--- config.mk ---
export PLATFORM = sky130hd
export DESIGN_NAME = aes_enc_top
export DESIGN_NICKNAME = d
export VERILOG_FILES = /design/src/source/aes_enc_pkg.sv /design/src/source/add_round_key.sv /design/src/source/aes_enc_ctrl.sv /design/src/source/aes_enc_top.sv /design/src/source/block_loader.sv /design/src/source/mix_columns.sv /design/src/source/round_key_rom.sv /design/src/source/sub_shift_rows.sv
export SDC_FILE = /design/constraint.sdc
export NUM_CORES = 1
export LEC_CHECK = 0
export BUFFER_PORTS_ARGS = -buffer_cell sky130_fd_sc_hd__buf_4
export CAP_MARGIN = 25
export CORE_UTILIZATION = 38
export DETAILED_ROUTE_END_ITERATION = 6
export GPL_TIMING_DRIVEN = 0
export PLACE_DENSITY = 0.86
export SLEW_MARGIN = 30
export SYNTH_ARGS = -nofsm -noshare
export SYNTH_HDL_FRONTEND = slang
export SYNTH_SLANG_ARGS = --single-unit
--- constraint.sdc ---
create_clock -name clk -period 2.8 [get_ports clk]
set_input_delay 0 -clock clk [delete_from_list [all_inputs] [get_ports clk]]
set_output_delay 0 -clock clk [all_outputs]
set_load 0.02 [all_outputs]
--- src/source/round_keys.hex ---
// one aes-256 round key per line, round 0 first, byte 0 is the leftmost pair
000102030405060708090a0b0c0d0e0f
101112131415161718191a1b1c1d1e1f
a573c29fa176c498a97fce93a572c09c
1651a8cd0244beda1a5da4c10640bade
ae87dff00ff11b68a68ed5fb03fc1567
6de1f1486fa54f9275f8eb5373b8518d
c656827fc9a799176f294cec6cd5598b
3de23a75524775e727bf9eb45407cf39
0bdc905fc27b0948ad5245a4c1871c2f
45f5a66017b2d387300d4d33640a820a
7ccff71cbeb4fe5413e6bbf0d261a7df
f01afafee7a82979d7a5644ab3afe640
2541fe719bf500258813bbd55a721c0a
4e5a6699a9f24fe07e572baacdf8cdea
24fc79ccbf0979e9371ac23c6d68de36

--- src/source/aes_enc_pkg.sv ---
// shared constants for the byte-serial aes-256 encryptor
// round keys come precomputed, the hex path is relative to the simulation run directory
// byte k of a block sits in bits [127-8k -: 8], column k/4 and row k%4
package aes_enc_pkg;

    localparam int NUM_ROUNDS      = 14;    // index of the last round
    localparam int NUM_BYTES       = 16;    // bytes per block
    localparam int WORDS_PER_BLOCK = 4;     // 32-bit host words per block
    localparam int ROUND_W         = 4;     // wide enough for 0..14

    localparam string ROUND_KEY_FILE = "/design/src/source/round_keys.hex";

    // controller steps, in the order one round walks through them
    typedef enum logic [2:0] {
        idle,
        add_key,
        sub_bytes,
        sub_drain,
        shift,
        mix,
        next_round,
        finish
    } ctrl_state;

    // forward s-box, fips-197 figure 7, row = high nibble
    localparam logic [7:0] SBOX_TABLE [256] = '{
        8'h63, 8'h7c, 8'h77, 8'h7b, 8'hf2, 8'h6b, 8'h6f, 8'hc5,
        8'h30, 8'h01, 8'h67, 8'h2b, 8'hfe, 8'hd7, 8'hab, 8'h76,
        8'hca, 8'h82, 8'hc9, 8'h7d, 8'hfa, 8'h59, 8'h47, 8'hf0,
        8'had, 8'hd4, 8'ha2, 8'haf, 8'h9c, 8'ha4, 8'h72, 8'hc0,
        8'hb7, 8'hfd, 8'h93, 8'h26, 8'h36, 8'h3f, 8'hf7, 8'hcc,
        8'h34, 8'ha5, 8'he5, 8'hf1, 8'h71, 8'hd8, 8'h31, 8'h15,
        8'h04, 8'hc7, 8'h23, 8'hc3, 8'h18, 8'h96, 8'h05, 8'h9a,
        8'h07, 8'h12, 8'h80, 8'he2, 8'heb, 8'h27, 8'hb2, 8'h75,
        8'h09, 8'h83, 8'h2c, 8'h1a, 8'h1b, 8'h6e, 8'h5a, 8'ha0,
        8'h52, 8'h3b, 8'hd6, 8'hb3, 8'h29, 8'he3, 8'h2f, 8'h84,
        8'h53, 8'hd1, 8'h00, 8'hed, 8'h20, 8'hfc, 8'hb1, 8'h5b,
        8'h6a, 8'hcb, 8'hbe, 8'h39, 8'h4a, 8'h4c, 8'h58, 8'hcf,
        8'hd0, 8'hef, 8'haa, 8'hfb, 8'h43, 8'h4d, 8'h33, 8'h85,
        8'h45, 8'hf9, 8'h02, 8'h7f, 8'h50, 8'h3c, 8'h9f, 8'ha8,
        8'h51, 8'ha3, 8'h40, 8'h8f, 8'h92, 8'h9d, 8'h38, 8'hf5,
        8'hbc, 8'hb6, 8'hda, 8'h21, 8'h10, 8'hff, 8'hf3, 8'hd2,
        8'hcd, 8'h0c, 8'h13, 8'hec, 8'h5f, 8'h97, 8'h44, 8'h17,
        8'hc4, 8'ha7, 8'h7e, 8'h3d, 8'h64, 8'h5d, 8'h19, 8'h73,
        8'h60, 8'h81, 8'h4f, 8'hdc, 8'h22, 8'h2a, 8'h90, 8'h88,
        8'h46, 8'hee, 8'hb8, 8'h14, 8'hde, 8'h5e, 8'h0b, 8'hdb,
        8'he0, 8'h32, 8'h3a, 8'h0a, 8'h49, 8'h06, 8'h24, 8'h5c,
        8'hc2, 8'hd3, 8'hac, 8'h62, 8'h91, 8'h95, 8'he4, 8'h79,
        8'he7, 8'hc8, 8'h37, 8'h6d, 8'h8d, 8'hd5, 8'h4e, 8'ha9,
        8'h6c, 8'h56, 8'hf4, 8'hea, 8'h65, 8'h7a, 8'hae, 8'h08,
        8'hba, 8'h78, 8'h25, 8'h2e, 8'h1c, 8'ha6, 8'hb4, 8'hc6,
        8'he8, 8'hdd, 8'h74, 8'h1f, 8'h4b, 8'hbd, 8'h8b, 8'h8a,
        8'h70, 8'h3e, 8'hb5, 8'h66, 8'h48, 8'h03, 8'hf6, 8'h0e,
        8'h61, 8'h35, 8'h57, 8'hb9, 8'h86, 8'hc1, 8'h1d, 8'h9e,
        8'he1, 8'hf8, 8'h98, 8'h11, 8'h69, 8'hd9, 8'h8e, 8'h94,
        8'h9b, 8'h1e, 8'h87, 8'he9, 8'hce, 8'h55, 8'h28, 8'hdf,
        8'h8c, 8'ha1, 8'h89, 8'h0d, 8'hbf, 8'he6, 8'h42, 8'h68,
        8'h41, 8'h99, 8'h2d, 8'h0f, 8'hb0, 8'h54, 8'hbb, 8'h16
    };

    // one byte through the table, pure lookup
    function automatic logic [7:0] sbox(input logic [7:0] b);
        return SBOX_TABLE[b];
    endfunction

endpackage

--- src/source/add_round_key.sv ---
// addroundkey stage and the cipher state register
// round 0 keys the host plaintext, later rounds key the mix_columns output
// the register only changes on key_load, so it also holds the finished ciphertext
module add_round_key (
    input  logic                            clk,
    input  logic                            resetn,
    input  logic                            key_load,
    input  logic [aes_enc_pkg::ROUND_W-1:0] round,
    input  logic [127:0]                    plain_block,
    input  logic [127:0]                    mixed_block,
    input  logic [127:0]                    round_key,
    output logic [127:0]                    cipher_state
);

    logic [127:0] ark_src;

    // plaintext is sampled only here, host writes during a run wait for the next one
    assign ark_src = (round == '0) ? plain_block : mixed_block;

    always_ff @(posedge clk or negedge resetn)
    begin
        if (!resetn)
        begin
            cipher_state <= '0;
        end
        else if (key_load)
        begin
            cipher_state <= ark_src ^ round_key;   // whole block per cycle
        end
    end

endmodule

--- src/source/aes_enc_ctrl.sv ---
// round sequencer, every round is add_key, 16 s-box reads, drain, shift, mix, next_round
// final round still visits mix, where the datapath passes the block through unchanged
// strobes are registered and high exactly during the step they belong to
module aes_enc_ctrl (
    input  logic                            clk,
    input  logic                            resetn,
    input  logic                            start,
    output logic [aes_enc_pkg::ROUND_W-1:0] round,
    output logic                            key_load,
    output logic [3:0]                      sub_rd_idx,
    output logic                            sub_wr,
    output logic                            mix_en,
    output logic                            busy,
    output logic                            done
);
    import aes_enc_pkg::*;

    ctrl_state  state;
    ctrl_state  state_next;
    logic [3:0] byte_cnt;       // s-box read index within sub_bytes
    logic       last_round;

    assign last_round = (round == ROUND_W'(NUM_ROUNDS));
    assign sub_rd_idx = byte_cnt;

    always_comb
    begin
        state_next = state;
        case (state)
            idle:
            begin
                if (start)
                    state_next = add_key;   // start elsewhere is dropped
            end
            add_key:
            begin
                // key 14 added means the block is finished
                state_next = last_round ? finish : sub_bytes;
            end
            sub_bytes:
            begin
                if (byte_cnt == 4'(NUM_BYTES - 1))
                    state_next = sub_drain;
            end
            sub_drain:  state_next = shift;         // last s-box result lands
            shift:      state_next = mix;           // shifted block complete here
            mix:        state_next = next_round;
            next_round: state_next = add_key;
            finish:     state_next = idle;
            default:    state_next = idle;
        endcase
    end

    always_ff @(posedge clk or negedge resetn)
    begin
        if (!resetn)
        begin
            state    <= idle;
            round    <= '0;
            byte_cnt <= '0;
            key_load <= 1'b0;
            sub_wr   <= 1'b0;
            mix_en   <= 1'b0;
            busy     <= 1'b0;
            done     <= 1'b0;
        end
        else
        begin
            state <= state_next;

            // decoded from the next state so each strobe lines up with its step
            key_load <= (state_next == add_key);
            mix_en   <= (state_next == mix);
            busy     <= (state_next != idle);
            done     <= (state_next == finish);

            // s-box output is one cycle behind the read index
            sub_wr <= (state == sub_bytes);

            if (state == sub_bytes)
                byte_cnt <= byte_cnt + 4'd1;   // wraps to 0 after byte 15
            else
                byte_cnt <= '0;

            // round names the transform in progress, 0 only for the first key add
            if (state == idle)
                round <= '0;
            else if (state == add_key && !last_round)
                round <= round + 1'b1;
        end
    end

endmodule

--- src/source/aes_enc_top.sv ---
// aes-256 encryptor, byte-serial s-box, fixed round keys from a hex file
// no back-pressure, take block_out at done or before the next run reaches its first round
// writes to word slots are accepted at any time and only reach the next run
module aes_enc_top (
    input  logic         clk,
    input  logic         resetn,
    input  logic [31:0]  word_in,      // plaintext word, byte 4a in 31:24
    input  logic [1:0]   word_addr,
    input  logic         word_wr,
    input  logic         start,        // ignored unless idle
    output logic [127:0] block_out,    // ciphertext, byte 0 in 127:120
    output logic         done,         // one cycle
    output logic         busy
);
    import aes_enc_pkg::*;

    logic [ROUND_W-1:0] round;
    logic               key_load;
    logic [3:0]         sub_rd_idx;
    logic               sub_wr;
    logic               mix_en;
    logic [127:0]       plain_block;
    logic [127:0]       round_key;
    logic [127:0]       cipher_state;
    logic [127:0]       shifted_block;
    logic [127:0]       mixed_block;

    assign block_out = cipher_state;    // state register doubles as result

    aes_enc_ctrl u_ctrl (
        .clk        (clk),
        .resetn     (resetn),
        .start      (start),
        .round      (round),
        .key_load   (key_load),
        .sub_rd_idx (sub_rd_idx),
        .sub_wr     (sub_wr),
        .mix_en     (mix_en),
        .busy       (busy),
        .done       (done)
    );

    block_loader u_loader (
        .clk         (clk),
        .resetn      (resetn),
        .word_in     (word_in),
        .word_addr   (word_addr),
        .word_wr     (word_wr),
        .plain_block (plain_block)
    );

    round_key_rom u_key_rom (
        .round     (round),
        .round_key (round_key)
    );

    add_round_key u_ark (
        .clk          (clk),
        .resetn       (resetn),
        .key_load     (key_load),
        .round        (round),
        .plain_block  (plain_block),
        .mixed_block  (mixed_block),
        .round_key    (round_key),
        .cipher_state (cipher_state)
    );

    sub_shift_rows u_sub_shift (
        .clk           (clk),
        .resetn        (resetn),
        .cipher_state  (cipher_state),
        .sub_rd_idx    (sub_rd_idx),
        .sub_wr        (sub_wr),
        .shifted_block (shifted_block)
    );

    mix_columns u_mix (
        .clk           (clk),
        .resetn        (resetn),
        .shifted_block (shifted_block),
        .mix_en        (mix_en),
        .round         (round),
        .mixed_block   (mixed_block)
    );

endmodule

--- src/source/block_loader.sv ---
// plaintext holding register, written word by word from the host
// slots keep their value until rewritten, so a partial update reuses old words
module block_loader (
    input  logic        clk,
    input  logic        resetn,
    input  logic [31:0] word_in,
    input  logic [1:0]  word_addr,
    input  logic        word_wr,
    output logic [127:0] plain_block
);
    import aes_enc_pkg::*;

    logic [31:0] word_q [WORDS_PER_BLOCK];

    always_ff @(posedge clk or negedge resetn)
    begin
        if (!resetn)
        begin
            for (int i = 0; i < WORDS_PER_BLOCK; i++)
            begin
                word_q[i] <= '0;
            end
        end
        else if (word_wr)
        begin
            word_q[word_addr] <= word_in;   // allowed mid-run
        end
    end

    // word 0 first, so byte 0 ends up in 127:120
    assign plain_block = {word_q[0], word_q[1], word_q[2], word_q[3]};

endmodule

--- src/source/mix_columns.sv ---
// mixcolumns over all four columns in one registered step
// in the last round the shifted block is registered unchanged
// so add_round_key always reads this register
module mix_columns (
    input  logic                            clk,
    input  logic                            resetn,
    input  logic [127:0]                    shifted_block,
    input  logic                            mix_en,
    input  logic [aes_enc_pkg::ROUND_W-1:0] round,
    output logic [127:0]                    mixed_block
);
    import aes_enc_pkg::*;

    logic [127:0] mix_all;

    // multiply by x in gf(2^8), poly 0x11b
    function automatic logic [7:0] xtime(input logic [7:0] b);
        return {b[6:0], 1'b0} ^ (b[7] ? 8'h1b : 8'h00);
    endfunction

    // one column, row 0 in the top byte
    function automatic logic [31:0] mix_word(input logic [31:0] col);
        logic [7:0] a0, a1, a2, a3;
        a0 = col[31:24];
        a1 = col[23:16];
        a2 = col[15:8];
        a3 = col[7:0];
        // 3*a is xtime(a) ^ a
        return {xtime(a0) ^ xtime(a1) ^ a1 ^ a2 ^ a3,
                a0 ^ xtime(a1) ^ xtime(a2) ^ a2 ^ a3,
                a0 ^ a1 ^ xtime(a2) ^ xtime(a3) ^ a3,
                xtime(a0) ^ a0 ^ a1 ^ a2 ^ xtime(a3)};
    endfunction

    always_comb
    begin
        for (int c = 0; c < 4; c++)
        begin
            mix_all[127 - 32 * c -: 32] = mix_word(shifted_block[127 - 32 * c -: 32]);
        end
    end

    always_ff @(posedge clk or negedge resetn)
    begin
        if (!resetn)
            mixed_block <= '0;
        else if (mix_en)
            mixed_block <= (round == ROUND_W'(NUM_ROUNDS)) ? shifted_block : mix_all;
    end

endmodule

--- src/source/round_key_rom.sv ---
// expanded aes-256 key schedule, 15 entries of 128 bits
// contents fixed at elaboration, a new key means a new hex file
// read is combinational, index past 14 is never issued
module round_key_rom (
    input  logic [aes_enc_pkg::ROUND_W-1:0] round,
    output logic [127:0]                    round_key
);
    import aes_enc_pkg::*;

    logic [127:0] key_mem [NUM_ROUNDS + 1];    // entry r is the key of round r

    initial
    begin
        $readmemh(ROUND_KEY_FILE, key_mem);
    end

    assign round_key = key_mem[round];

endmodule

--- src/source/sub_shift_rows.sv ---
// subbytes one byte per cycle, shiftrows folded into the write address
// read index k is picked from the state, looked up and registered,
// then written a cycle later to its rotated position
module sub_shift_rows (
    input  logic         clk,
    input  logic         resetn,
    input  logic [127:0] cipher_state,
    input  logic [3:0]   sub_rd_idx,
    input  logic         sub_wr,
    output logic [127:0] shifted_block
);
    import aes_enc_pkg::*;

    logic [7:0] rd_byte;                    // byte picked from the state
    logic [7:0] sub_q;                      // s-box result in flight
    logic [3:0] idx_q;                      // its source index
    logic [1:0] col_dst;
    logic [3:0] wr_idx;
    logic [7:0] shift_mem [NUM_BYTES];      // substituted and shifted block

    // byte 0 lives at the top of the vector
    assign rd_byte = cipher_state[8 * (NUM_BYTES - 1 - int'(sub_rd_idx)) +: 8];

    // row r rotates left by r, so a byte moves r columns down, mod 4
    assign col_dst = idx_q[3:2] - idx_q[1:0];
    assign wr_idx  = {col_dst, idx_q[1:0]};    // row stays put

    always_ff @(posedge clk)
    begin
        sub_q <= sbox(rd_byte);
        idx_q <= sub_rd_idx;
    end

    always_ff @(posedge clk or negedge resetn)
    begin
        if (!resetn)
        begin
            for (int i = 0; i < NUM_BYTES; i++)
            begin
                shift_mem[i] <= '0;
            end
        end
        else if (sub_wr)
        begin
            shift_mem[wr_idx] <= sub_q;
        end
    end

    // flatten back into block order
    always_comb
    begin
        for (int k = 0; k < NUM_BYTES; k++)
        begin
            shifted_block[8 * (NUM_BYTES - 1 - k) +: 8] = shift_mem[k];
        end
    end

endmodule

==> metrics.yaml <==
synth.area.top_cells: "buf_4 60%, dfrtp_1 20%, ha_1 2.3%"
die_h_um: 67.0
gp_congestion: 0.743
final_antenna_net_count: 0
io-pin-count: 168
p_int_mw: 0.592
synth_top_family_by_area: "buffers and inverters"
synth_compound_area_share_pct: 6.85
dp_cells: 368
synth_edf_count: 0
grt_use_total_pct: 9.63
hold_violations: 0
syn_to_final_growth_pct: 39.5
hp-class: "in -> async"
clkPwrFrac_pct: 16.3
synth.distinct_cells: 30
dieArea_um2: 4490
outcome: "finished clean"
finalCriticalPeriod_ps: 1450
cts_tree: "built"
ys_seq_elements: 13
pwr-share-seq_pct: 27.3
grt_pass1_wl_um: 3300
power_mw: 1.02
clock_path_buffers: 2
start_kind: "flop"
critical_path_class: "reg -> reg"
rsz0062_at_grt: "false"
clkLatencyLatePin_ps: 250
worst_ep_required_time_ps: 2930
ys_async_sr_fraction_pct: 100
drt-vias-per-instance: 3.06
post_drt_wl_per_cell_um: 6.40
drt_iter0_drc: 50
fmax_ghz: 0.691
ys.flop_type: "dfrtp_1"
nNetsFinal: 366
yosys_warnings: 0
crit_fanout: 5
syn_inst: 187
synthDominantCellAreaShare_pct: 59.8
cp_data_arrival_time_ps: 1570
drive_gt1_share_pct: 43.8
drv_slew: 0
post-route-util_pct: 55.6
dp_hpwl_um: 2120
synth_top_cell_by_area: "buf_4"
grt_start_max_net_pins: 14
routed_wl_um: 2390
synth_mux_area_share_pct: 0.623
layout_common_cells: "132 x buf_4, 128 x conb_1, 13 x dfrtp_1, 8 x nor2_1"
syn_area_per_cell_um2: 8.59
p_sw_share_pct: 42.1
power_density_nw_per_um2: 456
yosysSeqAreaShare_pct: 20.2
p_comb_share_pct: 56.4
clkTransAtPathRegs_ps: 50
setup_tns_ps: 0
grt_overflow_total: 0
numCtsBuffers: 3
netSwitchingPower_mw: 0.430
firstDrtPassIters: 4
end_kind: "flop"
final_cells: 374
port_buffers: 4
root_buffer: "clkbuf_8"
num_antenna_cells: 0
leakage_nw: 1.47
synthSimpleGateAreaFrac_pct: 6.23
post_cts_buffers: 0
post-route-drc-count: 0
setup_viol: 0
num_rows: 23
die_x_um: 67.0
cts_sinks: 13
period_share_pct: 51.7
start_util_pct: 39.9
h-tree-depth: 1
synthAdderAreaFrac_pct: 2.34
yosys.area_share.xor_xnor_pct: 1.09
antenna_found_initial: 0
vias: 1146
layout_commonest_cell: "buf_4"
finClkSkew_ps: 1.73
grt_pass1_vias: 826
core_um2: 4030
maxCapViolations: 0
vdd_ir_drop_max_uv: 217
synthesis.area_um2: 1610
-- cells by family (layout without fill, tap and decap cells) --
kind of cell / Yosys count / in the layout
multiplexers: 1 / 1
other: 1 / 128
flip-flops: 13 / 13
AO/OA/AOI/OAI: 14 / 14
buffers and inverters: 133 / 143
adder cells (fa/ha/maj): 3 / 3
XOR/XNOR: 2 / 2
AND/OR/NAND/NOR: 20 / 20
-- worst max-delay path: stages (launching register included) --
cell and delay (ps):
dfrtp_1 370, inv_1 80, ha_1 250, and3_4 210
and3_1 180, a211o_1 240
-- state kept, by name (all words and copies together) (netlist names) --
name	flops
u_ctrl.state	3
u_ctrl.sub_rd_idx	4
u_ctrl.done	1
u_ctrl.busy	1
u_ctrl.round	4
-- timing repair --
| item | 4_1_cts | 5_1_grt |
|---|---|---|
| hold buffers | 2 | 0 |
| endpoints found under the setup margin | 0 | 0 |
| resized for setup | 0 | 0 |
| endpoints found under the hold margin | 14 | 0 |
-- cell type report --
cell class                 count  area [µm²]
fill                         395        1790
buffer                       131         995
multi-input combinational    168         756
sequential                    13         325
tap                           50        62.6
timing repair buffer           6        50.0
clock buffer                   4        45.0
inverter                       2        7.51
-- path summary, 6_finish.rpt --
path                                 startpoint                    to  slack, ps  depth (start not counted)
max                             u_ctrl.round[0]       u_ctrl.state[0]       1350                          5
min                                      resetn           u_ctrl.done        130                          2
max reg2reg                     u_ctrl.round[0]       u_ctrl.state[0]       1350                          5
min reg2reg                u_ctrl.sub_rd_idx[0]  u_ctrl.sub_rd_idx[0]        460                          1
max in group asynchronous                resetn  u_ctrl.sub_rd_idx[2]       2510                          2
min in group clk           u_ctrl.sub_rd_idx[0]  u_ctrl.sub_rd_idx[0]        460                          1
-- power groups by stage --
stage | registers [mW] | clock network, mW | logic (mW)
floorplan | 0.280 | 0 | 0.504
global placement | 0.277 | 0 | 0.555
detailed placement | 0.282 | 0 | 0.563
CTS | 0.279 | 0.169 | 0.568
global route | 0.285 | 0.180 | 0.629
finish | 0.279 | 0.166 | 0.577
-- layer usage --
| metal | up-vias | GRT usage (%) | share of wire [%] |
|---|---|---|---|
| li1 | 610 | - | - |
| met1 | 453 | 8.64 | 30 |
| met2 | 78 | 19.5 | 56 |
| met3 | 5 | 2.05 | 12 |
| met4 | 0 | 4.79 | 1.7 |
| met5 | - | 0 | 0 |
-- synthesized netlist by cell type, types with 2 or more instances --
master / n
dfrtp_1: 13
buf_4: 128
nand3_1: 2
nand2_1: 3
ha_1: 3
a21oi_1: 3
o21ai_0: 2
buf_6: 3
nor2_1: 8
inv_1: 2
-- metrics by stage --
stage / cell area [µm²] / hold slack [ps] / setup slack, ps
floorplan: 2080 / -296 / 1480
global placement: 2180 / -150 / 1420
detailed placement: 2180 / -150 / 1400
CTS: 2240 / 137 / 1370
global route: 2240 / 154 / 1290
finish: 2240 / 130 / 1350
No activity file was read; power rests on OpenSTA's default activity.
